<file path="src/dcache_geom_pkg.sv">
// data cache geometry
package dcache_geom_pkg;

    // default geometry, overridden from the top level.
    localparam int ADDR_W_DEF = 32;
    localparam int DATA_W_DEF = 64;
    localparam int SETS_DEF   = 64;

    // byte offset inside one 64-bit word.
    localparam int OFFSET_W = 3;

endpackage

</file>
<file path="src/dcache_way_ram.sv">
// cache way array
module dcache_way_ram #(
    parameter int  SETS    = dcache_geom_pkg::SETS_DEF,
    parameter type entry_t = logic [dcache_geom_pkg::DATA_W_DEF-1:0],
    parameter int  LANES   = dcache_geom_pkg::DATA_W_DEF / 8
) (
    input  logic                    clk,
    input  logic [$clog2(SETS)-1:0] idx_i,
    input  logic [LANES-1:0]        we_i,
    input  entry_t                  wdata_i,
    output entry_t                  rdata_o
);

    localparam int LANE_W = $bits(entry_t) / LANES;

    entry_t mem [SETS];
    entry_t merged;
    entry_t rdata_q;

    // old entry with the enabled lanes replaced.
    always_comb begin
        merged = mem[idx_i];
        for (int l = 0; l < LANES; l++) begin
            if (we_i[l]) begin
                merged[l*LANE_W +: LANE_W] = wdata_i[l*LANE_W +: LANE_W];
            end
        end
    end

    // write-first, so a refilled entry is visible on the next lookup.
    always_ff @(posedge clk) begin
        if (|we_i) begin
            mem[idx_i] <= merged;
        end
        rdata_q <= merged;
    end

    assign rdata_o = rdata_q;

endmodule

</file>
<file path="config.mk">
export PLATFORM = sky130hd
export DESIGN_NAME = dcache_way_ram
export DESIGN_NICKNAME = d
export VERILOG_FILES = /design/src/dcache_geom_pkg.sv /design/src/dcache_way_ram.sv
export SDC_FILE = /design/constraint.sdc
export NUM_CORES = 2
export LEC_CHECK = 0
export BUFFER_PORTS_ARGS = -buffer_cell sky130_fd_sc_hd__buf_4
export CORE_ASPECT_RATIO = 0.6
export CORE_UTILIZATION = 50
export CTS_BUF_LIST = sky130_fd_sc_hd__clkbuf_8
export DETAILED_ROUTE_END_ITERATION = 12
export PLACE_DENSITY = 0.65
export SETUP_SLACK_MARGIN = 0.5
export SLEW_MARGIN = 20
export SYNTH_ARGS = -nofsm -noshare
export SYNTH_HDL_FRONTEND = slang
export SYNTH_SLANG_ARGS = --single-unit
</file>
<file path="constraint.sdc">
create_clock -name clk -period 10.13 [get_ports clk]
set_input_delay 1.5195 -clock clk [delete_from_list [all_inputs] [get_ports clk]]
set_output_delay 1.5195 -clock clk [all_outputs]
set_load 0.01 [all_outputs]
</file>
Yosys cells after proc, flatten, opt, wreduce, memory -nomap -nowiden:

Memory sizes are Yosys's and may differ from the RTL's.
Cells that the tools add are included.

* memories kept: 1
* bits of input ports: 79
* memory bits (read-only): 0
* bits in latches: 0
* bits in writable memories: 4096
* register bits after elaboration: 64
* word-level logic and storage cells: 13

* div/mod/pow operators: 0
* add/sub/neg operators: 0
* bitwise logic cells: 0
* multiply operators: 0
* equal/unequal tests: 0
* $lt $le $gt $ge: 0
* shift operators: 0
* mux-type cells: 10
* reduce and logical (&&, ||, !) cells: 1

Memories
* mem: depth 64, bits a word 64, rd ports 1, clocked after Yosys merged registers in 0, write ports 1, line dcache_way_ram.sv:16 `entry_t mem [SETS];`

Operators with widths (number)
* two-way mux 8 bit: 8
* OR reduction 8 bit: 1
* two-way mux 1 bit: 2

Longest topological paths before layout:

* depth after elaboration: 3
* gate-level depth with buffers: 12
* depth with buffers taken out: 6

Worst setup path after synthesis:

OpenSTA, ideal clock, no wires.

* path kind: in2reg
* start point: input port idx_i[4]
* end point: memory mem[42][0] (netlist name), enable pin
* setup slack: 2234 ps
* data arrival time: 7331 ps
* stages: 7
* path buffers: 4
* path through: clkbuf_1 -> buf_2 -> nor2_1 -> clkbuf_1 -> buf_1 -> nand2_1 -> nor3_1

RTL lines
* from (decl): line dcache_way_ram.sv:8 `input logic [$clog2(SETS)-1:0] idx_i,`
* to (decl): line dcache_way_ram.sv:16

No word-level cell before the write port.

==> impl_metrics.tcl <==
set metrics [dict create \
    status "finished clean" \
    synth-xor-area-share_pct 0 \
    dr.pass1.iters 7 \
    drv_cap 0 \
    critical_path_class "primary input to register" \
    swShare_pct 24.5 \
    yosysTopAreaCellShare_pct 77.5 \
    post_cts_buffers 0 \
    viasPerCell 7.23 \
    wl_met1_mm 210 \
    cts_buffers 578 \
    synthCells 8123 \
    cts_resized 0 \
    synthAdderAreaFrac_pct 0 \
    crit_path_end_kind "register" \
    ys_top_cells_by_area "edfxtp_1 78%, mux4_2 5.3%, mux2i_1 2.6%" \
    ant_nets 0 \
    power_density_nw_per_um2 194 \
    worstPathRequired_ns 10.79 \
    p_comb_share_pct 7.4 \
    grt_pass1_wl_mm 781 \
    rsz0062_at_grt "no" \
    grt_max_degree 122 \
    placed_cell_area_um2 166000 \
    maxSlewHeadroom_pct 9.87 \
    track_usage_pct 36.2 \
    port_buffers 142 \
    peakVddDrop_v 0.000124 \
    hold_buffers 0 \
    clock_skew_ns 0.0638 \
    startpoint_type "primary input" \
    hold_viol 0 \
    die_y_um 438 \
    synth-edff-count 4096 \
    die_w_um 729 \
    synth_common_cells "4096 x edfxtp_1, 418 x a221oi_1, 416 x mux2i_1" \
    tightestPinTransition_ns 1.35 \
    drive_gt1_share_pct 22.8 \
    synthSimpleGateAreaFrac_pct 1.51 \
    antenna_found_initial 43 \
    arrival_ns 6.39 \
    syn-num-nets 8202 \
    postSynthAreaPerCell_um2 19.5 \
    grt_pass1_vias 89400 \
    min_path_type "primary input to register" \
    period_share_pct 56.5 \
    clkSlewWorstSetupHoldPaths_ns 0.07 \
    nNetsFinal 8696 \
    power.internal_mw 26.0 \
    synth-seq-cells 4160 \
    synth_mux_area_share_pct 10.3 \
    dr.max_layer_used "met5" \
    wire_per_inst_um 44.3 \
    num_io_pins 143 \
    ys_seq_area_share_pct 78.3 \
    clock-root-buffer "clkbuf_8" \
    cts_max_level 6 \
    power.switching_mw 8.42 \
    clock-sinks 4160 \
    met2_length_mm 236 \
    yosysMostFrequentCell "edfxtp_1" \
    synth.cell_area_um2 159000 \
    initialDrtViolationCount 19500 \
    clk_latency_ns 1.08 \
    gp_congestion 0.857 \
    wirelength_mm 589 \
    pwr-share-clk_pct 36.0 \
    grt_overflow 0 \
    p_seq_share_pct 56.7 \
    async_reset_ff_share_pct 0 \
    num_rows 159 \
    hpwl_mm 308 \
    final_area_um2 177000 \
    p_total_mw 34.4 \
    fin_crit_ns 5.73 \
    yosysWarnings 0 \
    setup_violations 0 \
    power_leakage_nw 56.6 \
    die-area_um2 320000 \
    post-route-util_pct 56.4 \
    path_max_fanout 105 \
    synthFlopType "edfxtp_1" \
    area_delta_synth_final_pct 11.7 \
    core-area_um2 314000 \
    finalSetupTns_ns 0 \
    vias 96100 \
    synth_top_family_by_area "multiplexers" \
    dr_wl_met3_mm 112 \
    start_util_pct 50.5 \
    drv_slew 0 \
    synth-compound-area-share_pct 7.97 \
    synth_top_area_cell "edfxtp_1" \
    drcViolationCount 0 \
    fmax_mhz 175 \
    cts_tree "built" \
    cts_buffer_depth 4 \
    ys_types 68 \
]
worst paths after layout:
check / start / end / slack, ns / depth (start not counted)
worst max-delay path: idx_i[0] / mem[17][1]$_DFFE_PP_ / 4.40 / 8
worst min-delay path: wdata_i[44] / mem[22][44]$_DFFE_PP_ / 1.02 / 3
worst max register to register: mem[44][49]$_DFFE_PP_ / mem[31][49]$_DFFE_PP_ / 6.65 / 6
worst min register to register: mem[35][34]$_DFFE_PP_ / mem[7][34]$_DFFE_PP_ / 1.12 / 3
power groups by stage:
stage / sequential (mW) / combinational [mW] / clock, mW
6_report: 19.5 / 2.53 / 12.4
5_1_grt: 19.5 / 2.58 / 13.1
4_1_cts: 19.5 / 2.42 / 12.3
3_5_place_dp: 19.9 / 2.41 / 0
3_3_place_gp: 19.9 / 2.36 / 0
2_1_floorplan: 19.9 / 1.28 / 0
layer usage:
metal / vias to the layer above / GRT usage, %
li1: 35200 / -
met1: 49300 / 52.1
met2: 10100 / 48.1
met3: 1603 / 15.1
met4: 42 / 15.8
met5: - / 1.17
logic make-up (layout without fill, tap and decap cells):
| logic type | count (synthesis) | in the layout |
|---|---|---|
| other | 0 | 31 |
| AOI/OAI and AO/OA | 1665 | 1665 |
| DFF | 4160 | 4160 |
| buffers and inverters | 600 | 1548 |
| and+or+nand+nor | 580 | 580 |
| muxes | 1118 | 1118 |
flip-flops by register name (all words and copies together) (netlist names):
register,flops
mem,4096
rdata_o,64
layout make-up:
type / count / area [um2]
fill: 23300 / 137000
sequential: 4160 / 124000
timing repair buffer: 476 / 4090
inverter: 38 / 165
clock inverter: 409 / 1950
multi-input combinational: 3363 / 32900
antenna: 31 / 77.6
clock buffer: 625 / 8600
tap: 4186 / 5240
worst max-delay path, cell delays in order:
cell and delay (ns):
buf_8 0.46, buf_12 0.57, buf_4 0.76, mux2i_1 0.87, o22ai_1 0.61, a221oi_1 0.40, o221ai_1 0.20, o32a_4 0.62
metrics by stage:
step | setup slack, ns | instances | hold slack [ns]
floorplan | 2.23 | 8123 | 1.38
global placement | 3.78 | 12200 | 1.00
detailed placement | 3.64 | 12200 | 1.07
CTS | 4.74 | 13300 | 0.989
global route | 4.54 | 13300 | 1.02
finish | 4.40 | 13300 | 1.02
layout by cell type (no fill, tap or decap), types with 9 or more instances in the layout:
cell        Yosys  layout
edfxtp_1     4096    4096
clkbuf_8        0     625
buf_4          85     433
a221oi_1      418     418
mux2i_1       416     416
mux4_2        371     371
mux2_2        327     327
a22oi_1       248     248
nand2_1       242     241
inv_1          35     234
o22ai_1       197     197
a21oi_1       180     179
nor2_1        244     177
o21ai_0       146     146
clkinv_1        2     119
a221o_1        96      96
nor2_4          0      65
dfxtp_1        64      64
a22o_1         61      61
o2bb2ai_1      59      59
o221ai_1       57      57
clkinv_2        0      49
buf_12          0      36
diode_2         0      31
o22a_1         30      27
a32oi_4         0      25
clkinvlp_4      0      23
o32a_4          0      19
a222oi_1       19      19
a211oi_1       17      17
a31oi_1        18      17
o211ai_1       13      13
nor3_1         22      13
nor3_2          0       9
a2111oi_0       9       9
(Power assumes the default switching activity.)
