===== src/dcache_ctrl_pkg.sv =====
// data cache controller types
package dcache_ctrl_pkg;

    typedef enum logic [2:0] {
        IDLE   = 3'd0,
        LOOKUP = 3'd1,
        HIT    = 3'd2,
        WRBACK = 3'd3,
        REFILL = 3'd4
    } ctrl_state_e;

    // saturating age, larger means older.
    typedef logic [2:0] age_t;
    localparam age_t AGE_MAX = 3'd7;

    typedef logic way_t; // 0 selects way 0.

endpackage


===== src/dcache_geom_pkg.sv =====
// data cache geometry
package dcache_geom_pkg;

    // default geometry, overridden from the top level.
    localparam int ADDR_W_DEF = 32;
    localparam int DATA_W_DEF = 64;
    localparam int SETS_DEF   = 64;

    // byte offset inside one 64-bit word.
    localparam int OFFSET_W = 3;

endpackage


===== src/dcache_lookup.sv =====
// set lookup and replacement
module dcache_lookup #(
    parameter int ADDR_W = dcache_geom_pkg::ADDR_W_DEF,
    parameter int SETS   = dcache_geom_pkg::SETS_DEF
) (
    input  logic                        clk,
    input  logic                        arst_n_i,
    input  logic [$clog2(SETS)-1:0]     idx_i,
    input  logic [ADDR_W-$clog2(SETS)-dcache_geom_pkg::OFFSET_W-1:0] req_tag_i,
    input  logic [ADDR_W-$clog2(SETS)-dcache_geom_pkg::OFFSET_W-1:0] tag0_i,
    input  logic [ADDR_W-$clog2(SETS)-dcache_geom_pkg::OFFSET_W-1:0] tag1_i,
    input  logic                        touch_i,
    input  logic                        fill_i,
    input  logic                        mark_dirty_i,
    input  dcache_ctrl_pkg::way_t       sel_way_i,
    output logic                        hit_o,
    output dcache_ctrl_pkg::way_t       hit_way_o,
    output dcache_ctrl_pkg::way_t       victim_way_o,
    output logic                        victim_dirty_o,
    output logic [ADDR_W-$clog2(SETS)-dcache_geom_pkg::OFFSET_W-1:0] victim_tag_o
);

    logic [1:0][SETS-1:0]                       valid_q;
    logic [1:0][SETS-1:0]                       dirty_q;
    dcache_ctrl_pkg::age_t [1:0][SETS-1:0]      age_q;
    logic [1:0]                                 way_hit;
    logic [1:0]                                 set_valid;
    dcache_ctrl_pkg::way_t                      other_way;
    dcache_ctrl_pkg::way_t                      victim;

    assign set_valid[0] = valid_q[0][idx_i];
    assign set_valid[1] = valid_q[1][idx_i];

    assign way_hit[0] = set_valid[0] && (tag0_i == req_tag_i);
    assign way_hit[1] = set_valid[1] && (tag1_i == req_tag_i);

    assign hit_o     = |way_hit;
    assign hit_way_o = dcache_ctrl_pkg::way_t'(way_hit[1]);

    // invalid way first, then the older one; a tie stays on way 0.
    always_comb begin
        if (!set_valid[0]) begin
            victim = 1'b0;
        end else if (!set_valid[1]) begin
            victim = 1'b1;
        end else begin
            victim = dcache_ctrl_pkg::way_t'(age_q[1][idx_i] > age_q[0][idx_i]);
        end
    end

    assign victim_way_o   = victim;
    assign victim_dirty_o = valid_q[victim][idx_i] && dirty_q[victim][idx_i];
    assign victim_tag_o   = victim ? tag1_i : tag0_i;

    assign other_way = dcache_ctrl_pkg::way_t'(~sel_way_i);

    always_ff @(posedge clk or negedge arst_n_i) begin
        if (!arst_n_i) begin
            valid_q <= '0;
            dirty_q <= '0;
            age_q   <= '0;
        end else begin
            if (fill_i) begin
                valid_q[sel_way_i][idx_i] <= 1'b1;
                dirty_q[sel_way_i][idx_i] <= 1'b0;
            end
            if (mark_dirty_i) begin
                dirty_q[sel_way_i][idx_i] <= 1'b1;
            end
            if (touch_i) begin
                age_q[sel_way_i][idx_i] <= '0;
                if (valid_q[other_way][idx_i] &&
                    age_q[other_way][idx_i] != dcache_ctrl_pkg::AGE_MAX) begin
                    age_q[other_way][idx_i] <= age_q[other_way][idx_i] + 3'd1;
                end
            end
        end
    end

endmodule


===== config.mk =====
export PLATFORM = sky130hd
export DESIGN_NAME = dcache_lookup
export DESIGN_NICKNAME = d
export VERILOG_FILES = /design/src/dcache_ctrl_pkg.sv /design/src/dcache_geom_pkg.sv /design/src/dcache_lookup.sv
export SDC_FILE = /design/constraint.sdc
export NUM_CORES = 2
export LEC_CHECK = 0
export BUFFER_PORTS_ARGS = -buffer_cell sky130_fd_sc_hd__buf_2
export CAP_MARGIN = 20
export CORE_ASPECT_RATIO = 1.25
export CORE_MARGIN = 2
export CORE_UTILIZATION = 53
export CTS_BUF_LIST = sky130_fd_sc_hd__clkbuf_8
export DETAILED_ROUTE_END_ITERATION = 7
export GPL_ROUTABILITY_DRIVEN = 0
export PLACE_DENSITY = 0.7
export SYNTH_ARGS = -nofsm -noshare
export SYNTH_HDL_FRONTEND = slang
export SYNTH_SLANG_ARGS = --single-unit

===== constraint.sdc =====
create_clock -name clk -period 6.7 [get_ports clk]
set_input_delay 0.67 -clock clk [delete_from_list [all_inputs] [get_ports clk]]
set_output_delay 0.67 -clock clk [all_outputs]
set_load 0.05 [all_outputs]

# Word-level counts from Yosys, hierarchy flattened
# Cells that the tools add are included.
# totals
ff_bits,640
input_bits,81
output_inout_bits,27
word_cells,200
# classes
n_addsub,1
n_lt_le_gt_ge,8
eq_ne,3
mux,41
n_bitwise,7
reduce_logical,8
# ops
op,n
$mux 192,4
$mux 64,7
$and 384x384->384,1
$bwmux 384,1
$demux 192 s1,2
$mux 384,1
$not 384->384,1
$mux 128,2
$or 128x128->128,2
$and 128x128->128,1
$not 128->128,1
$demux 64 s1,1
$bmux 3 s6,3
$eq 23x23->1,2
$bmux 1 s6,5
$mux 23,1
$demux 3 s6,1
$mux 3,4
$mux 1,8
$logic_and 1x1->1,7
$lt 6x7->1 const B,1
$demux 1 s6,1
$ge 6x1->1 const B,1
$lt 1x2->1 const B,3
6 further kinds,7

# Depth between registers and ports, before layout
# logic_depth
word_depth,11
ltp_mapped,28
depth_no_buf,20

# Least setup slack after synthesis
# OpenSTA, ideal clock, no wires.
# synth_timing
kind,input-to-output
startpoint,in idx_i[2]
endpoint,out victim_dirty_o
t_arrival_ns,5.725
t_required_ns,6.030
setup_slack_ns,0.305
cell_stages,24
n_path_buf,9
cell_sequence,buf_2 buf_2 buf_2 buf_2 buf_1 buf_1 clkbuf_1 a21oi_1 a221oi_1 o21ai_0 nor4_1 ha_1 nor2b_1 o21a_1 o21ai_0 o21ai_4 nand2_8 buf_12 buf_4 a21oi_1 a2111oi_2 nand4_1 o211ai_1 o2111a_1
# synth_via
elab_chain_cells,10
# synth_lines
item,line,source
"start, declared",dcache_lookup.sv:8,"input logic [$clog2(SETS)-1:0] idx_i,"
$bmux 3 s6,dcache_lookup.sv:47,victim = dcache_ctrl_pkg::way_t'(age_q[1][idx_i] > age_q[0][idx_i]);
$mux 3 (not written as such),dcache_lookup.sv:47,
$gt 3x3->1,dcache_lookup.sv:47,
$mux 1,dcache_lookup.sv:44,end else if (!set_valid[1]) begin
$mux 1,dcache_lookup.sv:42,if (!set_valid[0]) begin
$mux 64 (not written as such) (2 in series),dcache_lookup.sv:52,assign victim_dirty_o = valid_q[victim][idx_i] && dirty_q[victim][idx_i];
$bmux 1 s6,dcache_lookup.sv:52,
$mux 1 (not written as such),dcache_lookup.sv:52,
$logic_and 1x1->1 *,dcache_lookup.sv:52,
"end, declared",dcache_lookup.sv:19,"output logic victim_dirty_o,"
# Every way passes the cells marked *; elsewhere a longest branch is shown, timed or not. The select of a mux whose other input is x is not followed.

# Worst setup path in the final report
# layout_timing
startpoint,in idx_i[0]
endpoint,out victim_dirty_o
# The elaborated chain is that of the path after synthesis.

==> summary.txt <==
Timing
  – Final Max Tran Viols: 0
  – Skew final: 0.04860 ns
  – Achievable frequency: 151.0 MHz
  – TNS Setup: 0 ns
  – Final hold vios: 0
  – Final period utilization: 98.86%
  – RSZ-0062 raised after global routing: false
  – Max-slew headroom: 24.13%
  – Measured slew at the worst slew-check pin: 1.134 ns
  – Min Hold Slack: 0.4541 ns
  – Setup slack after layout: 0.07609 ns
  – Final setup viols: 0
  – Final Critical Period: 6.624 ns

Power
  – Design Power: 10430 uW
  – Power Dens Cells: 262.0 nW/um^2
  – Pleak: 0.01749 uW
  – Worst VDD drop: 158.3 uV

CTS
  – Clk sink count: 640
  – CTS Buf Count: 101
  – CTS max path bufs: 3
  – TritonCTS clock tree: built
  – Clock H-tree levels: 3
  – CTS root buf: clkbuf_8
  – Worst skew pair latency: 0.76 ns
  – Clock slew at reported path FFs: 0.06 ns
  – Setup bufs post-CTS: 0

Layout
  – Final Util: 59.33%
  – # fillers: 5724
  – Multi-input logic area: 18530 um^2
  – FF/Latch Area: 16020 um^2
  – Share of cells above drive strength 1: 16.31%
  – Layout Nets: 3893
  – P&R area growth vs syn: 10.53%

Synth
  – Largest family of logic cells by synthesized area: compound AO/OA/AOI/OAI gates
  – Area leader, netlist: dfrtp_1
  – Synth top area cells: dfrtp_1, mux4_2, o21ai_0
  – Commonest cells post-synth: nand2_1, dfrtp_1, o21ai_0
  – Post-synthesis sequential area ratio: 44.46%
  – Mapped cell area: 36020 um^2
  – Unique masters post-synth: 85
  – Synth Net Count: 3872
  – Average size of a mapped cell: 9.515 um^2
  – Post-synth ARST share: 100.0%
  – Mux share of post-synthesis cell area: 12.27%
  – Ys flop type: dfrtp_1
  – Yosys reg bits: 640
  – Syn. warnings: 0
  – Synth Area in Adders: 0.1737%
  – Top-count cell post-synth: nand2_1
  – Post-Synth XOR/XNOR Area: 1.118%
  – Post-Synth Simple-Gate Area: 12.13%
  – Top cell type's share of synthesized area: 44.46%
  – Synthesized instance count: 3786
  – Synth Area in Compound Gates: 25.45%
  – Number of synthesized flops with an enable pin: 0

Die
  – Die outline width: 237.2 um
  – Cell Rows: 106
  – Total die area: 70080 um^2
  – Area of the core: 67110 um^2
  – Die Ht: 295.5 um
  – Starting density of the core: 53.68%
  – Boundary Pins: 108

Min path
  – Hold Crit Class: reg -> reg

Global route
  – GRT overflow: 0
  – Number of global-route vias before repair: 32740
  – Largest net degree at the start of global routing: 175
  – GRT Util Overall: 38.89%
  – Antenna violations before repair: 5
  – First-pass GRT wire length: 206300 um

Status
  – Failing checks: design-rule violations
  – Outcome: complete, but fails checks

Route
  – Residual DRC: 1
  – Pre-antenna DRT Iters: 8
  – Final wirelength: 136400 um
  – Post-route ant nets: 0
  – Via density: 7.097
  – DRT iter0 DRCs: 5054
  – Vias after detailed routing: 33750
  – Per-cell routed wire length: 28.68 um

Worst setup path
  – Critical-path maximum fanout: 17
  – Data arrival, critical path: 5.95 ns
  – CP Launch Type: primary input
  – CP required: 6.03 ns
  – Crit path kind: in -> out
  – CP Capture Type: output pin

Flow run
  – Max-cap check violation count: 0

Placement
  – Worst slack, placed: 0.02664 ns
  – DP HPWL: 91780 um
  – IO Port Bufs: 107
==> cells by family (layout without fill, tap and decap cells) <==
family,count (synthesis),in the layout
AOI/OAI and AO/OA,1454,1454
DFF,640,640
buffers and inverters,342,443
muxes,279,279
and+or+nand+nor,1020,1020
adders and majority gates,5,5
other,0,4
xor gates and xnor gates,46,46
==> critical path, cell delays in order <==
cell and delay [ns]:
clkbuf_8 0.24, clkinv_1 0.13, buf_4 0.18, nor3_2 0.21, buf_4 0.33, a221oi_1 0.14
a21oi_1 0.81, a221oi_1 0.19, ha_1 0.36, o21a_1 0.11, o21ai_1 0.30, buf_4 0.20
o21ai_4 0.08, nand2_8 0.15, buf_4 0.20, buf_4 0.22, mux4_2 0.21, a2bb2oi_1 0.23
nand4_1 0.16, a21oi_1 0.25, o2111a_2 0.37, buf_12 0.17
==> flip-flops by register name (all words and copies together), names as in the netlist <==
register  cells
age_q       384
valid_q     128
dirty_q     128
==> report_power, final <==
part | total (uW) | leakage, uW | switching [uW] | internal, uW
logic | 2330 | 0.00907 | 1480 | 846
clock network | 3660 | 0.00123 | 1700 | 1970
registers | 4440 | 0.00720 | 275 | 4170
total | 10400 | 0.0175 | 3450 | 6980
==> area by class of cell <==
cell class / instances / share of cell area, %
sequential: 640 / 40.22
antenna: 4 / 0.02514
tap: 864 / 2.715
clock inverter: 57 / 1.141
multi-input combinational: 2804 / 46.54
clock buffer: 126 / 4.355
timing repair buffer: 253 / 4.915
inverter: 7 / 0.08484
==> cells in the final DEF, fill, tap and decap left out, types with 10 or more instances in the layout <==
cell and n:
a211oi_1 10, a21o_1 55, a21oi_1 189, a221oi_1 42, a22o_1 78, a22oi_1 250, a31oi_1 19, buf_12 21
buf_2 101, buf_4 125, clkbuf_8 127, clkinv_2 13, dfrtp_1 640, inv_1 31, mux2_2 39, mux2i_1 112
mux4_2 125, nand2_1 645, nand2b_1 33, nand3_1 53, nand4_1 21, nor2_1 113, nor2_2 12, nor3_1 75
nor4_1 12, o2111ai_1 29, o211ai_1 10, o21ai_0 510, o21ai_1 105, o21bai_1 48, o22ai_1 40, xnor2_1 24
xor2_1 22
==> routing by layer <==
metal	track usage, %	vias up	routed length, um
met5	0	-	23
met4	28.65	4	11700
met3	10.91	723	16110
met2	58.93	2530	60180
met1	47.84	16310	48360
li1	-	14170	-
==> timing repair <==
action	4_1_cts	5_1_grt
hold endpoints to repair	84	0
hold buffers	1	0
setup endpoints to repair	1	1
resized for setup	1	6
pin swaps	0	1
==> per-stage QoR <==
stage	std cells	cell area, um^2
finish	4755	39820
global route	4754	39810
CTS	4750	39770
detailed placement	4566	37570
global placement	4566	37570
floorplan	3786	36020
==> path summary, 6_finish.rpt <==
check / slack [ns] / endpoint / startpoint / cells after the start
hold reg to reg: 0.45 / valid_q[95] / valid_q[95] / 1
max in group asynchronous: 4.63 / age_q[284] / arst_n_i / 3
min in group asynchronous: 0.57 / dirty_q[9] / arst_n_i / 2
setup reg to reg: 1.58 / age_q[55] / age_q[19] / 15
setup / recovery: 0.08 / victim_dirty_o / idx_i[0] / 22
hold / removal: 0.45 / valid_q[95] / valid_q[95] / 1
Note: power is estimated with default switching activity, not from simulation.
