File: config.mk
export PLATFORM = sky130hd
export DESIGN_NAME = dcache_ctrl
export DESIGN_NICKNAME = d
export VERILOG_FILES = /design/src/dcache_ctrl_pkg.sv /design/src/dcache_geom_pkg.sv /design/src/dcache_ctrl.sv
export SDC_FILE = /design/constraint.sdc
export NUM_CORES = 1
export LEC_CHECK = 0
export ABC_AREA = 1
export BUFFER_PORTS_ARGS = -buffer_cell sky130_fd_sc_hd__buf_4
export CAP_MARGIN = 20
export CORE_AREA = 2 2 238 240
export CTS_CLUSTER_SIZE = 8
export DETAILED_ROUTE_END_ITERATION = 10
export DIE_AREA = 0 0 240 242
export SETUP_SLACK_MARGIN = 0.05
export SYNTH_ARGS = -nofsm -noshare
export SYNTH_HDL_FRONTEND = slang
export SYNTH_SLANG_ARGS = --single-unit
File: constraint.sdc
create_clock -name clk -period 5.7 [get_ports clk]
set_input_delay 1.14 -clock clk [delete_from_list [all_inputs] [get_ports clk]]
set_output_delay 1.14 -clock clk [all_outputs]
set_load 0.01 [all_outputs]
File: src/dcache_ctrl_pkg.sv
// data cache controller types
package dcache_ctrl_pkg;

    typedef enum logic [2:0] {
        IDLE   = 3'd0,
        LOOKUP = 3'd1,
        HIT    = 3'd2,
        WRBACK = 3'd3,
        REFILL = 3'd4
    } ctrl_state_e;

    // saturating age, larger means older.
    typedef logic [2:0] age_t;
    localparam age_t AGE_MAX = 3'd7;

    typedef logic way_t; // 0 selects way 0.

endpackage

File: src/dcache_geom_pkg.sv
// data cache geometry
package dcache_geom_pkg;

    // default geometry, overridden from the top level.
    localparam int ADDR_W_DEF = 32;
    localparam int DATA_W_DEF = 64;
    localparam int SETS_DEF   = 64;

    // byte offset inside one 64-bit word.
    localparam int OFFSET_W = 3;

endpackage

File: src/dcache_ctrl.sv
// data cache controller
// Wishbone slave toward the CPU, master toward memory
module dcache_ctrl #(
    parameter int ADDR_W = dcache_geom_pkg::ADDR_W_DEF,
    parameter int DATA_W = dcache_geom_pkg::DATA_W_DEF,
    parameter int SETS   = dcache_geom_pkg::SETS_DEF
) (
    input  logic                        clk,
    input  logic                        arst_n_i,
    // cpu side
    input  logic                        cpu_cyc_i,
    input  logic                        cpu_stb_i,
    input  logic                        cpu_we_i,
    input  logic [ADDR_W-1:0]           cpu_adr_i,
    input  logic [DATA_W-1:0]           cpu_dat_i,
    input  logic [DATA_W/8-1:0]         cpu_sel_i,
    output logic [DATA_W-1:0]           cpu_dat_o,
    output logic                        cpu_ack_o,
    // memory side
    output logic                        mem_cyc_o,
    output logic                        mem_stb_o,
    output logic                        mem_we_o,
    output logic [ADDR_W-1:0]           mem_adr_o,
    output logic [DATA_W-1:0]           mem_dat_o,
    output logic [DATA_W/8-1:0]         mem_sel_o,
    input  logic [DATA_W-1:0]           mem_dat_i,
    input  logic                        mem_ack_i,
    // lookup and arrays
    output logic [$clog2(SETS)-1:0]     idx_o,
    output logic [ADDR_W-$clog2(SETS)-dcache_geom_pkg::OFFSET_W-1:0] req_tag_o,
    input  logic                        hit_i,
    input  dcache_ctrl_pkg::way_t       hit_way_i,
    input  dcache_ctrl_pkg::way_t       victim_way_i,
    input  logic                        victim_dirty_i,
    input  logic [ADDR_W-$clog2(SETS)-dcache_geom_pkg::OFFSET_W-1:0] victim_tag_i,
    output logic                        touch_o,
    output logic                        fill_o,
    output logic                        mark_dirty_o,
    output dcache_ctrl_pkg::way_t       sel_way_o,
    output logic [1:0]                  tag_we_o,
    output logic [2*(DATA_W/8)-1:0]     data_we_o,
    output logic [DATA_W-1:0]           data_wdata_o,
    input  logic [DATA_W-1:0]           rdata0_i,
    input  logic [DATA_W-1:0]           rdata1_i
);

    localparam int OFFSET_W = dcache_geom_pkg::OFFSET_W;
    localparam int IDX_W    = $clog2(SETS);
    localparam int WORD_W   = ADDR_W - OFFSET_W;
    localparam int LANES    = DATA_W / 8;

    dcache_ctrl_pkg::ctrl_state_e state_q;
    logic                         mem_cyc_q;
    logic [WORD_W-1:0]            word_q;
    logic [DATA_W-1:0]            dat_q;
    logic [LANES-1:0]             sel_q;
    logic                         we_q;
    dcache_ctrl_pkg::way_t        hit_way_q;
    dcache_ctrl_pkg::way_t        victim_q;
    logic [WORD_W-1:0]            wb_word_q;
    logic [DATA_W-1:0]            wb_dat_q;
    logic                         req_valid;
    logic                         refill_done;
    logic [LANES-1:0]             lane_we;

    assign req_valid   = cpu_cyc_i && cpu_stb_i;
    assign refill_done = (state_q == dcache_ctrl_pkg::REFILL) && mem_cyc_q && mem_ack_i;

    // index comes straight from the bus while idle, so the arrays read on the sampling edge.
    assign idx_o = (state_q == dcache_ctrl_pkg::IDLE) ?
                   cpu_adr_i[OFFSET_W +: IDX_W] : word_q[IDX_W-1:0];
    assign req_tag_o = word_q[WORD_W-1:IDX_W];

    always_ff @(posedge clk or negedge arst_n_i) begin
        if (!arst_n_i) begin
            state_q   <= dcache_ctrl_pkg::IDLE;
            mem_cyc_q <= 1'b0;
        end else begin
            case (state_q)
                dcache_ctrl_pkg::IDLE: begin
                    if (req_valid) begin
                        state_q <= dcache_ctrl_pkg::LOOKUP;
                    end
                end
                dcache_ctrl_pkg::LOOKUP: begin
                    if (hit_i) begin
                        state_q <= dcache_ctrl_pkg::HIT;
                    end else if (victim_dirty_i) begin
                        state_q   <= dcache_ctrl_pkg::WRBACK;
                        mem_cyc_q <= 1'b1;
                    end else begin
                        state_q <= dcache_ctrl_pkg::REFILL;
                    end
                end
                dcache_ctrl_pkg::WRBACK: begin
                    if (mem_ack_i) begin
                        state_q   <= dcache_ctrl_pkg::REFILL;
                        mem_cyc_q <= 1'b0;
                    end
                end
                dcache_ctrl_pkg::REFILL: begin
                    if (!mem_cyc_q) begin
                        mem_cyc_q <= 1'b1; // read cycle starts.
                    end else if (mem_ack_i) begin
                        state_q   <= dcache_ctrl_pkg::LOOKUP; // retry with the new line.
                        mem_cyc_q <= 1'b0;
                    end
                end
                dcache_ctrl_pkg::HIT: begin
                    state_q <= dcache_ctrl_pkg::IDLE;
                end
                default: begin
                    state_q   <= dcache_ctrl_pkg::IDLE;
                    mem_cyc_q <= 1'b0;
                end
            endcase
        end
    end

    always_ff @(posedge clk) begin
        if (state_q == dcache_ctrl_pkg::IDLE && req_valid) begin
            word_q <= cpu_adr_i[ADDR_W-1:OFFSET_W];
            dat_q  <= cpu_dat_i;
            sel_q  <= cpu_sel_i;
            we_q   <= cpu_we_i;
        end
        if (state_q == dcache_ctrl_pkg::LOOKUP) begin
            hit_way_q <= hit_way_i;
            victim_q  <= victim_way_i;
            wb_word_q <= {victim_tag_i, word_q[IDX_W-1:0]};
            wb_dat_q  <= victim_way_i ? rdata1_i : rdata0_i;
        end
    end

    // cpu response.
    assign cpu_ack_o = (state_q == dcache_ctrl_pkg::HIT);
    assign cpu_dat_o = hit_way_q ? rdata1_i : rdata0_i;

    // memory master.
    assign mem_cyc_o = mem_cyc_q;
    assign mem_stb_o = mem_cyc_q;
    assign mem_we_o  = (state_q == dcache_ctrl_pkg::WRBACK);
    assign mem_adr_o = {(mem_we_o ? wb_word_q : word_q), {OFFSET_W{1'b0}}};
    assign mem_dat_o = wb_dat_q;
    assign mem_sel_o = '1;

    // lookup state updates.
    assign touch_o      = (state_q == dcache_ctrl_pkg::HIT);
    assign mark_dirty_o = (state_q == dcache_ctrl_pkg::HIT) && we_q;
    assign fill_o       = refill_done;
    assign sel_way_o    = (state_q == dcache_ctrl_pkg::REFILL) ? victim_q : hit_way_q;

    // array writes, whole line on refill, cpu lanes on a write hit.
    assign lane_we = refill_done ? {LANES{1'b1}} :
                     (mark_dirty_o ? sel_q : '0);

    assign tag_we_o[0] = refill_done && !victim_q;
    assign tag_we_o[1] = refill_done && victim_q;

    assign data_we_o[LANES-1:0]       = (sel_way_o == 1'b0) ? lane_we : '0;
    assign data_we_o[2*LANES-1:LANES] = (sel_way_o == 1'b1) ? lane_we : '0;
    assign data_wdata_o = (state_q == dcache_ctrl_pkg::REFILL) ? mem_dat_i : dat_q;

endmodule

---- After elaboration in Yosys (flattened, before gate mapping) ----
Index checks and enable logic that the tools add are counted.
storage, ports and cells
  flip-flop bits (word level) ............. 201
  input port bits ......................... 329
  output and inout port bits .............. 287
  word-level logic and storage cells ...... 56
operators by class
  reduce and logical (&&, ||, !) cells .... 12
  equality and inequality tests ........... 10
  muxes and demuxes ....................... 23
  bitwise logic cells ..................... 1
operators with widths
  cell                  number
  $mux W64              3
  $mux W8               4
  $mux W29              1
  $mux W3               6
  $pmux W3 S4           1
  $ne A2 B2 Y1 const B  5
  $reduce_and A4 Y1     2
  $logic_and A1 B1 Y1   7
  $eq A3 B2 Y1 const B  2
  $mux W1               6
  $mux W6               1
  $pmux W1 S4           1
  $eq A3 B1 Y1 const B  1
  $eq A3 B3 Y1 const B  1
  $logic_not A3 Y1      1
  $ne A2 B1 Y1 const B  1
  $reduce_or A2 Y1      1
  $logic_not A1 Y1      1
  $not A1 Y1            1

---- Logic depth before layout (Yosys ltp) ----
Gate-level depths: netlist of the first run.
  word-level depth ........................ 5
  gate-level depth with buffers ........... 7
  mapped depth without buffers ............ 6

---- Least setup slack after synthesis of the first run ----
No wires, ideal clock.
  path kind ............................... input to register
  from .................................... input cpu_cyc_i
  to ...................................... register dat_q[0] (enable)
  stages .................................. 2
  path slack .............................. -0.311 ns
  path buffers ............................ 0
  required time ........................... 5.136 ns
  setup time .............................. 0.564 ns
  arrival time ............................ 5.447 ns
  path through ............................ nand2_1 > nor2_1
between the ends
  word-level cells in the longest chain between the ends .. 2
RTL lines
  item                    RTL line            source
  start: declaration      dcache_ctrl.sv:11   input logic cpu_cyc_i,
  $logic_and A1 B1 Y1     dcache_ctrl.sv:66   assign req_valid = cpu_cyc_i && cpu_stb_i;
  $logic_and A1 B1 Y1     dcache_ctrl.sv:121  if (state_q == dcache_ctrl_pkg::IDLE && req_valid) begin
  end signal: assignment  dcache_ctrl.sv:123  dat_q <= cpu_dat_i;
  end: declaration        dcache_ctrl.sv:55   logic [DATA_W-1:0] dat_q;
No other way between the ends.
A chain may end at the register's enable or synchronous reset.

---- Worst setup path in the final report of the first run ----
  from .................................... register state_q[1]
  to ...................................... output data_we_o[8]
between the ends
  word-level cells in the longest chain between the ends .. 5
  elaborated cells on any way between the ends .. 9
  those cells by class .................... eq/ne (2); mux (4); reduce/logical (3)
RTL lines
  item                                                   RTL line                                                   source
  start: declaration                                     dcache_ctrl.sv:52                                          dcache_ctrl_pkg::ctrl_state_e state_q;
  start signal: assignment                               dcache_ctrl.sv:76                                          state_q <= dcache_ctrl_pkg::IDLE;
  start signal: assignment                               dcache_ctrl.sv:82                                          state_q <= dcache_ctrl_pkg::LOOKUP;
  start signal: assignment                               dcache_ctrl.sv:87                                          state_q <= dcache_ctrl_pkg::HIT;
  $eq A3 B2 Y1 / $eq A3 B3 Y1 (equally long branches)    dcache_ctrl.sv:149, dcache_ctrl.sv:67, dcache_ctrl.sv:151
  $logic_and A1 B1 Y1, on equally long branches          dcache_ctrl.sv:149, dcache_ctrl.sv:67
  $mux W8 / $logic_and A1 B1 Y1 (equally long branches)  dcache_ctrl.sv:155, dcache_ctrl.sv:67
  $mux W8                                                dcache_ctrl.sv:154                                         assign lane_we = refill_done ? {LANES{1'b1}} :
  $mux W8 (*)                                            dcache_ctrl.sv:161                                         assign data_we_o[2*LANES-1:LANES] = (sel_way_o == 1'b1) ? lane_we : '0;
  end: declaration                                       dcache_ctrl.sv:41                                          output logic [2*(DATA_W/8)-1:0] data_we_o,
Mark *: on every way between the ends. The rest lies on a longest branch, timed or not.

==> out/qor.csv, run 1 <==
stage,metric,value,unit
clock_network,cts_buffer_depth,3,
grt,use_met1,15.36,%
clock_network,h-tree-depth,1,
grt,gr-usage-met3,5.789,%
grt,grt_use_total,14.68,%
timing,slew_violations,0,
clock_network,postCtsSetupRepairBufs,0,
cells_and_area,fin_util,27.39,%
placement,dpl.cell_count,2273,
setup_path,arrival,3.36,ns
grt,grt_pass1_wl,61.98,mm
route,drt_iter0_markers,405,
die,fp.dieH,242,µm
timing,worst_pin_slew,1.131,ns
timing,period_needed,4.503,ns
timing,fin_crit_sh,79.01,%
route,via_per_inst,3.917,
setup_path,crit_chain,nor2_2 -> nand2_2 -> inv_2 -> nand3_4 -> a21oi_1 -> buf_4,
setup_path,cp_slowest_cell,inv_2,
clock_network,path_clk_slew,0.06,ns
power,power,6.061,mW
clock_network,numCtsBuffers,29,
route,drc,0,
timing,rsz0062_at_grt,false,
cells_and_area,areaGrowthSynthToFinish,62.26,%
grt,grt_pass1_vias,9059,
synthesis,synth_area,9407,µm²
timing,tns,0,ns
status,status,"finished, final reports clean",
timing,whs,0.3647,ns
synthesis,yosysSeqAreaShare,63.95,%
route,wl_per_cell,19.51,µm
placement,port_buffers,601,
timing,fin_ws,1.197,ns
cells_and_area,fin_cells,2317,
timing,fin_skew,0.01690,ns
die,core_area,55730,µm²
setup_path,critPathMaxStageDelay,0.66,ns
power,powerDensity,397.1,nW/µm²
timing,slew-limit-headroom,24.09,%
setup_path,critPathKind,register to primary output,
synthesis,netlist_instances,985,
power,leakagePower,7.076,nW
die,die_w,240,µm
placement,dp_worst_setup_slack,1.719,ns
clock_network,cts_hold_buf,0,
clock_network,cts_resized,0,
clock_network,clkSinkCount,201,
setup_path,cp-start-kind,register,
clock_network,clock_latency,0.58,ns
route,vias,9076,
grt,antenna_found_initial,21,
die,ios,616,
setup_path,rrSetupSlack,2.87,ns
setup_path,worstPathRequired,4.56,ns
setup_path,reg2reg_depth,4,
route,wl,45.20,mm
route,firstDrtPassIters,5,
die,rows,87,
setup_path,critPathLaunch,state_q[1],
die,start_util,16.88,%
synthesis,synth_seq_cells,201,
setup_path,r2r-start,state_q[1],
placement,dp_hpwl,36.37,mm
timing,hold_violations,0,
cells_and_area,fin_area,15260,µm²
job,max-cap-violations,0,
grt,grt_max_degree,79,
clock_network,cts_tree,done,
timing,fmax,0.2221,GHz
setup_path,end_kind,primary output,
min_path,hp-class,input port to asynchronous set/reset pin,
grt,grt.overflow.total,0,
clock_network,clockRootBuffer,clkbuf_16,
synthesis,avgSynthCellArea,9.550,µm²
grt,top_usage_layer,met2,
cells_and_area,drive_gt1_share,42.01,%
setup_path,path_max_fanout,44,
die,die_area,58080,µm²
power,peakVddDrop,245.9,µV
cells_and_area,seq_area,6016,µm²
grt,grt_util_met2,26.20,%
timing,setup_violations,0,
cells_and_area,nets,1877,
cells_and_area,nFillCells,5943,
setup_path,r2r_end,word_q[24],
synthesis,ys_types,24,
cells_and_area,multi_input_area,2635,µm²
synthesis,ys_warn_count,0,
route,ant_nets,0,
placement,placed_area,14480,µm²
placement,gp_congestion,0.8510,
[cell usage in the layout (no fill, tap or decap), drive strengths merged]
cell      n
nand4     1
o21bai    1
conb     11
dfrtp     4
nand2   437
clkbuf   32
inv      77
a21oi    17
nor2     10
o21ai   131
clkinv    2
nand3    21
diode     9
buf     610
nor3b     1
edfxtp  197
[synthesized netlist by cell type (all sizes together)]
cell type  count  area, µm²
conb           2      7.510
a21oi         17      85.08
nor3b          1      7.510
o21bai         1      7.510
nor2          10      50.05
dfrtp          4      100.1
o21ai        131      659.4
nand4          1      6.260
buf           65      436.7
nand2        437       1645
inv           76      285.3
edfxtp       197       5916
nand3         21      117.6
clkbuf        22      82.58
[final cells by class]
class | instances | area share (%)
Antenna cell | 9 | 0.1476
Clock buffer | 32 | 4.828
Clock inverter | 3 | 0.1803
Inverter | 76 | 1.885
Multi-Input combinational cell | 630 | 17.26
Sequential cell | 201 | 39.41
Tap cell | 756 | 6.197
Timing Repair Buffer | 610 | 30.08
[worst max-delay path: cells and delay by family, from the launching register on]
| family | cells | cell delay [ns] |
|---|---|---|
| and+or+nand+nor | 3 | 1.23 |
| DFF | 1 | 0.41 |
| buffers and inverters | 2 | 0.82 |
| AOI/OAI and AO/OA | 1 | 0.29 |
[sequential cells by signal, indices dropped and copies added, names as in the netlist]
signal,cells
hit_way_q,1
dat_q,64
state_q,3
wb_word_q,29
mem_dat_o,64
we_q,1
word_q,29
mem_cyc_o,1
sel_q,8
victim_q,1
[report_power, final]
part | switching [mW] | total (mW) | internal [mW]
Combinational | 1.35 | 2.31 | 0.955
Clock | 0.651 | 1.55 | 0.898
Sequential | 0.131 | 2.21 | 2.08
[kinds of logic (layout without fill, tap and decap cells)]
group                  Yosys count  count (layout)  synth area share (%)
flip-flops                     201             201                 63.95
AO/OA/AOI/OAI                  149             149                 7.994
other                            2              20               0.07984
buffers and inverters          163             721                 8.553
AND/OR/NAND/NOR                470             470                 19.42
[routing by layer]
metal	wire, µm	up-vias
met4	1714	4
met3	4887	75
li1	-	4306
met2	22590	493
met5	28	-
met1	15980	4198
[worst max-delay path by stage]
stage | end | slack [ns] | cells past startpoint
5_1_grt | data_we_o[3] | 0.89 | 6
3_3_place_gp | data_we_o[8] | 1.85 | 6
6_report | data_we_o[8] | 1.20 | 6
4_1_cts | data_we_o[8] | 1.09 | 6
3_5_place_dp | data_we_o[8] | 1.72 | 6
2_1_floorplan | dat_q[0] | 1.38 | 2
Note: power is estimated with default switching activity, not from simulation.
==> run 2: changes to the inputs <==
- CORE_AREA: 2 2 238 240 -> 2 2 241 243
- DIE_AREA: 0 0 240 242 -> 0 0 243 245
- clock period: 5.7 -> 4.45 ns (I/O delays scaled with it)
==> run 2 against run 1 <==
Effect of this change:
- via count grew 0.59%
- register-to-register slack lost 0.82 ns
- sequential power grew 29%
- cell count grew 0.95%
- largest power group unchanged
- die area grew 2.5%
- non-clock buffer count is the same
- highest routed layer unchanged
- power grew 31%
- clock power grew 41%
- critical path depth grew 1
- setup slack lost 0.32 ns
- hold slack lost 0.25 ns
- critical path type unchanged
==> out/qor.csv, run 2 (synthesis results as in run 1) <==
stage,metric,value,unit,change
status,status,"finished, final reports clean",,
timing,fin_crit_sh,80.22,%,
setup_path,path_max_fanout,27,,-39%
setup_path,cp-start-kind,register,,
placement,port_buffers,601,,unchanged
cells_and_area,mostFrequentLayoutCell,buf_4,,
timing,tns,0,ns,unchanged
route,firstDrtPassIters,5,,unchanged
timing,period_needed,3.570,ns,
clock_network,cts_buffer_depth,3,,unchanged
grt,grt.overflow.total,0,,unchanged
timing,slew_violations,0,,unchanged
cells_and_area,fin_area,15410,µm²,+0.97%
die,fp.dieH,245,µm,+1.2%
grt,antenna_found_initial,20,,-4.8%
cells_and_area,drive_gt1_share,41.94,%,-0.067 points
clock_network,clock_latency,0.57,ns,about the same
setup_path,critPathLaunch,state_q[0],,
cells_and_area,nets,1878,,+0.053%
cells_and_area,mostFrequentLayoutCells,"buf_4, nand2_1, edfxtp_1",,
die,start_util,16.49,%,-0.39 points
timing,hold_violations,0,,unchanged
clock_network,path_clk_slew,0.05,ns,about the same
clock_network,clockRootBuffer,clkbuf_16,,
grt,grt_use_total,14.41,%,-0.27 points
clock_network,clkSinkCount,201,,unchanged
route,via_per_inst,3.903,,-0.35%
setup_path,critPathKind,register to primary output,,
setup_path,arrival,2.68,ns,-0.68 ns
die,ios,616,,unchanged
setup_path,r2r-start,state_q[0],,
placement,placed_area,14510,µm²,+0.25%
die,die_w,243,µm,+1.3%
placement,dp_hpwl,36.64,mm,+0.76%
die,rows,88,,+1.1%
grt,grt_max_degree,115,,+46%
cells_and_area,nFillCells,6137,,+3.3%
timing,slew-limit-headroom,37.70,%,+14 points
setup_path,worstPathRequired,3.56,ns,-1.00 ns
grt,grt_pass1_vias,9050,,-0.099%
placement,gp_congestion,0.9270,,+8.9%
route,wl_per_cell,19.45,µm,-0.28%
job,max-cap-violations,0,,unchanged
clock_network,cts_hold_buf,0,,unchanged
die,die_area,59540,µm²,+2.5%
route,wl,45.50,mm,+0.67%
clock_network,postCtsSetupRepairBufs,0,,unchanged
route,drc,0,,unchanged
timing,setup_violations,0,,unchanged
die,core_area,57030,µm²,+2.3%
power,peakVddDrop,369.2,µV,+50%
route,drt_iter0_markers,354,,-13%
setup_path,rrSetupSlack,2.05,ns,-0.82 ns
setup_path,end_kind,primary output,,
timing,fin_skew,0.007505,ns,-0.009399 ns
power,powerDensity,516.1,nW/µm²,+30%
cells_and_area,areaGrowthSynthToFinish,63.83,%,
grt,grt_pass1_wl,62.51,mm,+0.85%
timing,worst_pin_slew,0.9322,ns,-0.1988 ns
timing,fmax,0.2801,GHz,
min_path,hp-class,input port to asynchronous set/reset pin,,
clock_network,cts_resized,0,,unchanged
clock_network,cts_tree,done,,
route,ant_nets,0,,unchanged
timing,rsz0062_at_grt,false,,
route,vias,9130,,+0.59%
clock_network,numCtsBuffers,30,,+3.4%
power,leakagePower,7.133,nW,+0.81%
clock_network,h-tree-depth,1,,unchanged
## run 2: changes by cell type in the layout (fill, tap and decap cells not counted), sizes merged
cell    previous run  this run
inv               77        76
bufinv             0         1
clkbuf            32        44
diode              9        10
## run 2: where the power goes
| part | internal (mW) | switching, mW |
|---|---|---|
| Sequential | 2.66 | 0.178 |
| Combinational | 1.24 | 1.70 |
| Clock | 1.32 | 0.858 |
| Total | 5.22 | 2.73 |
## run 2: layer usage
layer | wire, µm | vias up | global-route usage, %
li1 | - | 4314 | -
met5 | 80 | - | 0
met1 | 16110 | 4208 | 15.08
met2 | 23470 | 504 | 26.13
met3 | 4574 | 92 | 5.270
met4 | 1269 | 12 | 5.792
## run 2: worst paths after layout
check | cells past startpoint | endpoint
worst max-delay path | 7 | data_wdata_o[28]
worst min-delay path | 1 | state_q[2]
worst max register to register | 4 | word_q[6]
worst min register to register | 0 | wb_word_q[2]
max in group asynchronous | 1 | state_q[1]
min in group clk | 0 | wb_word_q[2]
## run 2: area by class of cell
class,count,area [µm²],area share (%)
tap,765,957.2,6.211
timing repair buffer,610,4617,29.96
multi-input combinational,630,2635,17.10
inverter,76,287.8,1.867
clock buffer,44,834.6,5.415
antenna,10,25.02,0.1624
sequential,201,6016,39.04
clock inverter,3,38.79,0.2517
## run 2: critical path, cell delays in order (launching register included)
cell	delay [ns]
dfrtp_1	0.42
nor2_2	0.42
nand2_2	0.11
inv_2	0.42
buf_4	0.38
nand2_1	0.08
nand2_1	0.12
buf_4	0.14
## run 2: metrics by stage
stage | instances | setup slack, ns | hold slack [ns] | power [mW] | util [%]
after floorplan | 994 | 0.3773 | 0.4507 | 4.147 | -
after global placement | 2282 | 1.510 | 0.4604 | 5.807 | 25.45
after detailed placement | 2282 | 1.478 | 0.4639 | 5.841 | 25.45
after CTS | 2329 | 0.8609 | 0.07803 | 8.076 | 26.98
after global routing | 2337 | 0.6733 | 0.09024 | 8.394 | 27.01
final | 2339 | 0.8803 | 0.1158 | 7.954 | 27.02
==> run 3: changes to the inputs <==
- ABC_AREA: 1 -> 0
- CORE_AREA: 2 2 241 243 -> 2 2 239 241
- DIE_AREA: 0 0 243 245 -> 0 0 241 243
- clock period: 4.45 -> 3 ns (I/O delays scaled with it)
==> run 3 against run 2 <==
Effect of this change:
- power up 48%
- flip-flop and latch count unchanged
- design area up 1.6%
- non-clock buffer count up 16
- first-iteration DRC count down 42%
- register-to-register slack worse by 1.2 ns
- clock power up 44%
- critical path depth down 1
- highest routed layer unchanged
==> out/qor.csv, run 3 <==
stage,metric,value,unit,change
status,status,"finished, final reports clean",,
synthesis,netlist_instances,553,,-44%
route,ant_nets,0,,unchanged
setup_path,critPathMaxStageDelay,0.40,ns,-0.02 ns
route,drt_iter0_markers,205,,-42%
timing,rsz0062_at_grt,true,,
timing,fin_skew,0.03798,ns,+0.03047 ns
power,power.share.combinational,38.0,%,+1.1 points
route,wl,36.82,mm,-19%
power,leakagePower,6.435,nW,-9.8%
die,rows,87,,-1.1%
timing,worst_pin_slew,0.7819,ns,-0.1503 ns
synthesis,synth_area,9418,µm²,+0.12%
placement,gp_congestion,0.8710,,-6.0%
grt,antenna_found_initial,5,,-75%
grt,use_met1,12.22,%,-2.9 points
placement,placed_area,14720,µm²,+1.5%
setup_path,worstPathRequired,2.40,ns,-1.16 ns
grt,gr-usage-met3,4.344,%,-0.93 points
cells_and_area,mostFrequentLayoutCells,"buf_4, edfxtp_1, mux2_2",,
synthesis,synth_seq_cells,201,,unchanged
route,firstDrtPassIters,4,,-1
cells_and_area,mostFrequentLayoutCell,buf_4,,
setup_path,crit_top_cell,buf_4,,
synthesis,yosysMostFrequentCell,edfxtp_1,,
setup_path,arrival,2.33,ns,-0.35 ns
die,fp.dieH,243,µm,-0.82%
route,drc,0,,unchanged
setup_path,cp-start-kind,register,,
route,wl_per_cell,19.09,µm,-1.9%
clock_network,path_clk_slew,0.06,ns,about the same
synthesis,ys_types,34,,+42%
setup_path,critPathLaunch,state_q[0],,
clock_network,numCtsBuffers,30,,unchanged
synthesis,ys_warn_count,0,,unchanged
cells_and_area,nets,1483,,-21%
synthesis,synth_top_area_share,62.81,%,-0.075 points
synthesis,ys_top_cells_by_area,"edfxtp_1, mux2_2, mux2_1",,
power,netSwitchingFraction,31.01,%,-3.3 points
die,ios,616,,unchanged
grt,grt_pass1_wl,49.48,mm,-21%
timing,period_needed,2.935,ns,
grt,grt.overflow.total,0,,unchanged
clock_network,cts_tree,done,,
setup_path,crit_chain,buf_4 -> nor4bb_2 -> buf_4 -> a22oi_1 -> nor2_1 -> buf_4,,
timing,fmax,0.3408,GHz,
clock_network,clock_latency,0.58,ns,about the same
synthesis,avgSynthCellArea,17.03,µm²,+78%
timing,slew_violations,0,,unchanged
timing,hold_violations,0,,unchanged
die,start_util,16.83,%,+0.34 points
grt,grt_max_degree,72,,-37%
cells_and_area,multi_input_area,2973,µm²,+13%
grt,grt_util_met2,20.88,%,-5.2 points
placement,port_buffers,601,,unchanged
placement,dpl.cell_count,1875,,-18%
timing,slew-limit-headroom,47.82,%,+10 points
setup_path,r2r-start,state_q[1],,
setup_path,end_kind,primary output,,
timing,setup_violations,0,,unchanged
cells_and_area,fin_cells,1929,,-18%
cells_and_area,drive_gt1_share,72.08,%,+30 points
cells_and_area,areaGrowthSynthToFinish,66.31,%,
grt,grt_use_total,11.56,%,-2.9 points
power,pwr-share-clk,26.8,%,-0.6 points
grt,top_usage_layer,met2,,
die,die_area,58560,µm²,-1.6%
cells_and_area,seq_area,6016,µm²,unchanged
synthesis,yosysSeqAreaShare,63.88,%,-0.076 points
die,core_area,55950,µm²,-1.9%
job,max-cap-violations,0,,unchanged
power,p_int,8.119,mW,+55%
die,die_w,241,µm,-0.82%
min_path,hp-class,input port to register,,
setup_path,critPathKind,register to primary output,,
synthesis,synthTopCellsByCount,"edfxtp_1, mux2_2, mux2_1",,
setup_path,cp_slowest_cell,dfrtp_1,,
clock_network,h-tree-depth,1,,unchanged
cells_and_area,nFillCells,5825,,-5.1%
clock_network,cts_buffer_depth,3,,unchanged
route,via_per_inst,3.757,,-3.7%
clock_network,clockRootBuffer,clkbuf_16,,
synthesis,synth-main-ff-cell,edfxtp_1,,
power,powerDensity,751.4,nW/µm²,+46%
clock_network,clkSinkCount,201,,unchanged
synthesis,synth_edf_count,197,,unchanged
synthesis,async_reset_ff_share,1.990,%,unchanged
placement,dp_hpwl,29.40,mm,-20%
cells_and_area,fin_area,15660,µm²,+1.6%
grt,grt_pass1_vias,7509,,-17%
power,seq_power_share,35.2,%,-0.5 points
power,switching_power,3.649,mW,+34%
timing,fin_crit_sh,97.82,%,
setup_path,path_max_fanout,9,,-67%
power,peakVddDrop,400.1,µV,+8.3%
synthesis,post-synth-top-area-cell,edfxtp_1,,
route,vias,7248,,-21%
min_path,hold_path_startpoint,cpu_dat_i[40],,
==> run 3: cell count changes after synthesis, moves of 10 or more <==
cell and change:
nand3_1 -19, clkbuf_1 -20, mux2_1 +51, o21ai_0 -126, mux2_2 +176, a21oi_1 -16, inv_1 -72, nor2_1 +10
nand2_1 -432
==> run 3: kinds of logic after synthesis <==
family	synth area share [%]
mux	27.29
simple gates	2.219
other cells	0.07974
compound gates	1.262
buf+inv	5.274
flops	63.88
==> run 3: final timing paths <==
kind	endpoint	cells past startpoint	slack, ns
worst max register to register	word_q[16]	4	0.89
worst min register to register	wb_word_q[1]	0	0.48
max in group asynchronous	state_q[1]	2	2.52
min in group asynchronous	state_q[0]	2	0.38
worst max-delay path	data_we_o[14]	6	0.07
worst min-delay path	dat_q[40]	1	0.19
==> run 3: critical path: cells and delay by family (launching register included) <==
| family | cells | cell delay [ns] |
|---|---|---|
| simple gates | 2 | 0.59 |
| flops | 1 | 0.40 |
| buf+inv | 3 | 0.63 |
| compound gates | 1 | 0.12 |
==> run 3: power by group through the flow <==
stage	clock network [mW]	registers (mW)	logic, mW
after CTS	3.28	4.16	4.56
after detailed placement	0	4.20	4.50
after floorplan	0	4.33	1.94
after global placement	0	4.18	4.47
after global routing	3.40	4.21	4.77
final	3.15	4.14	4.47
==> run 3: metrics by stage <==
step	power, mW	utilization, %	hold slack (ns)	TNS [ns]	worst slack [ns]
floorplan	6.270	-	0.3044	-41.55	-0.4740
detailed placement	8.695	26.32	0.4003	0	0.6680
global route	12.38	27.99	0.1380	0	0.01773
global placement	8.656	26.32	0.3980	0	0.7198
CTS	11.99	27.96	0.1374	0	0.04024
finish	11.77	27.99	0.1895	0	0.06542
==> run 3: layout make-up <==
type                            count  area share, %
Inverter                            3        0.07190
Multi-Input combinational cell    292          18.98
Tap cell                          756          6.039
Antenna cell                        2        0.03195
Clock inverter                      5         0.3755
Clock buffer                       44          5.193
Sequential cell                   201          38.41
Timing Repair Buffer              626          30.90
==> run 3: what timing repair did <==
item                                    in CTS  in global routing
pin swaps                                    1                  0
endpoints found under the setup margin       2                  4
hold endpoints to repair                     4                  0
setup buffers                                1                  0
gates resized for setup                      0                  2
cloned                                       1                  0
hold buffers                                 1                  0
==> run 3: per-layer routing <==
metal  routed length (µm)  share of wire [%]
met5                   34              0.092
met4                 1123                3.1
met3                 4083                 11
met2                18160                 49
met1                13410                 36
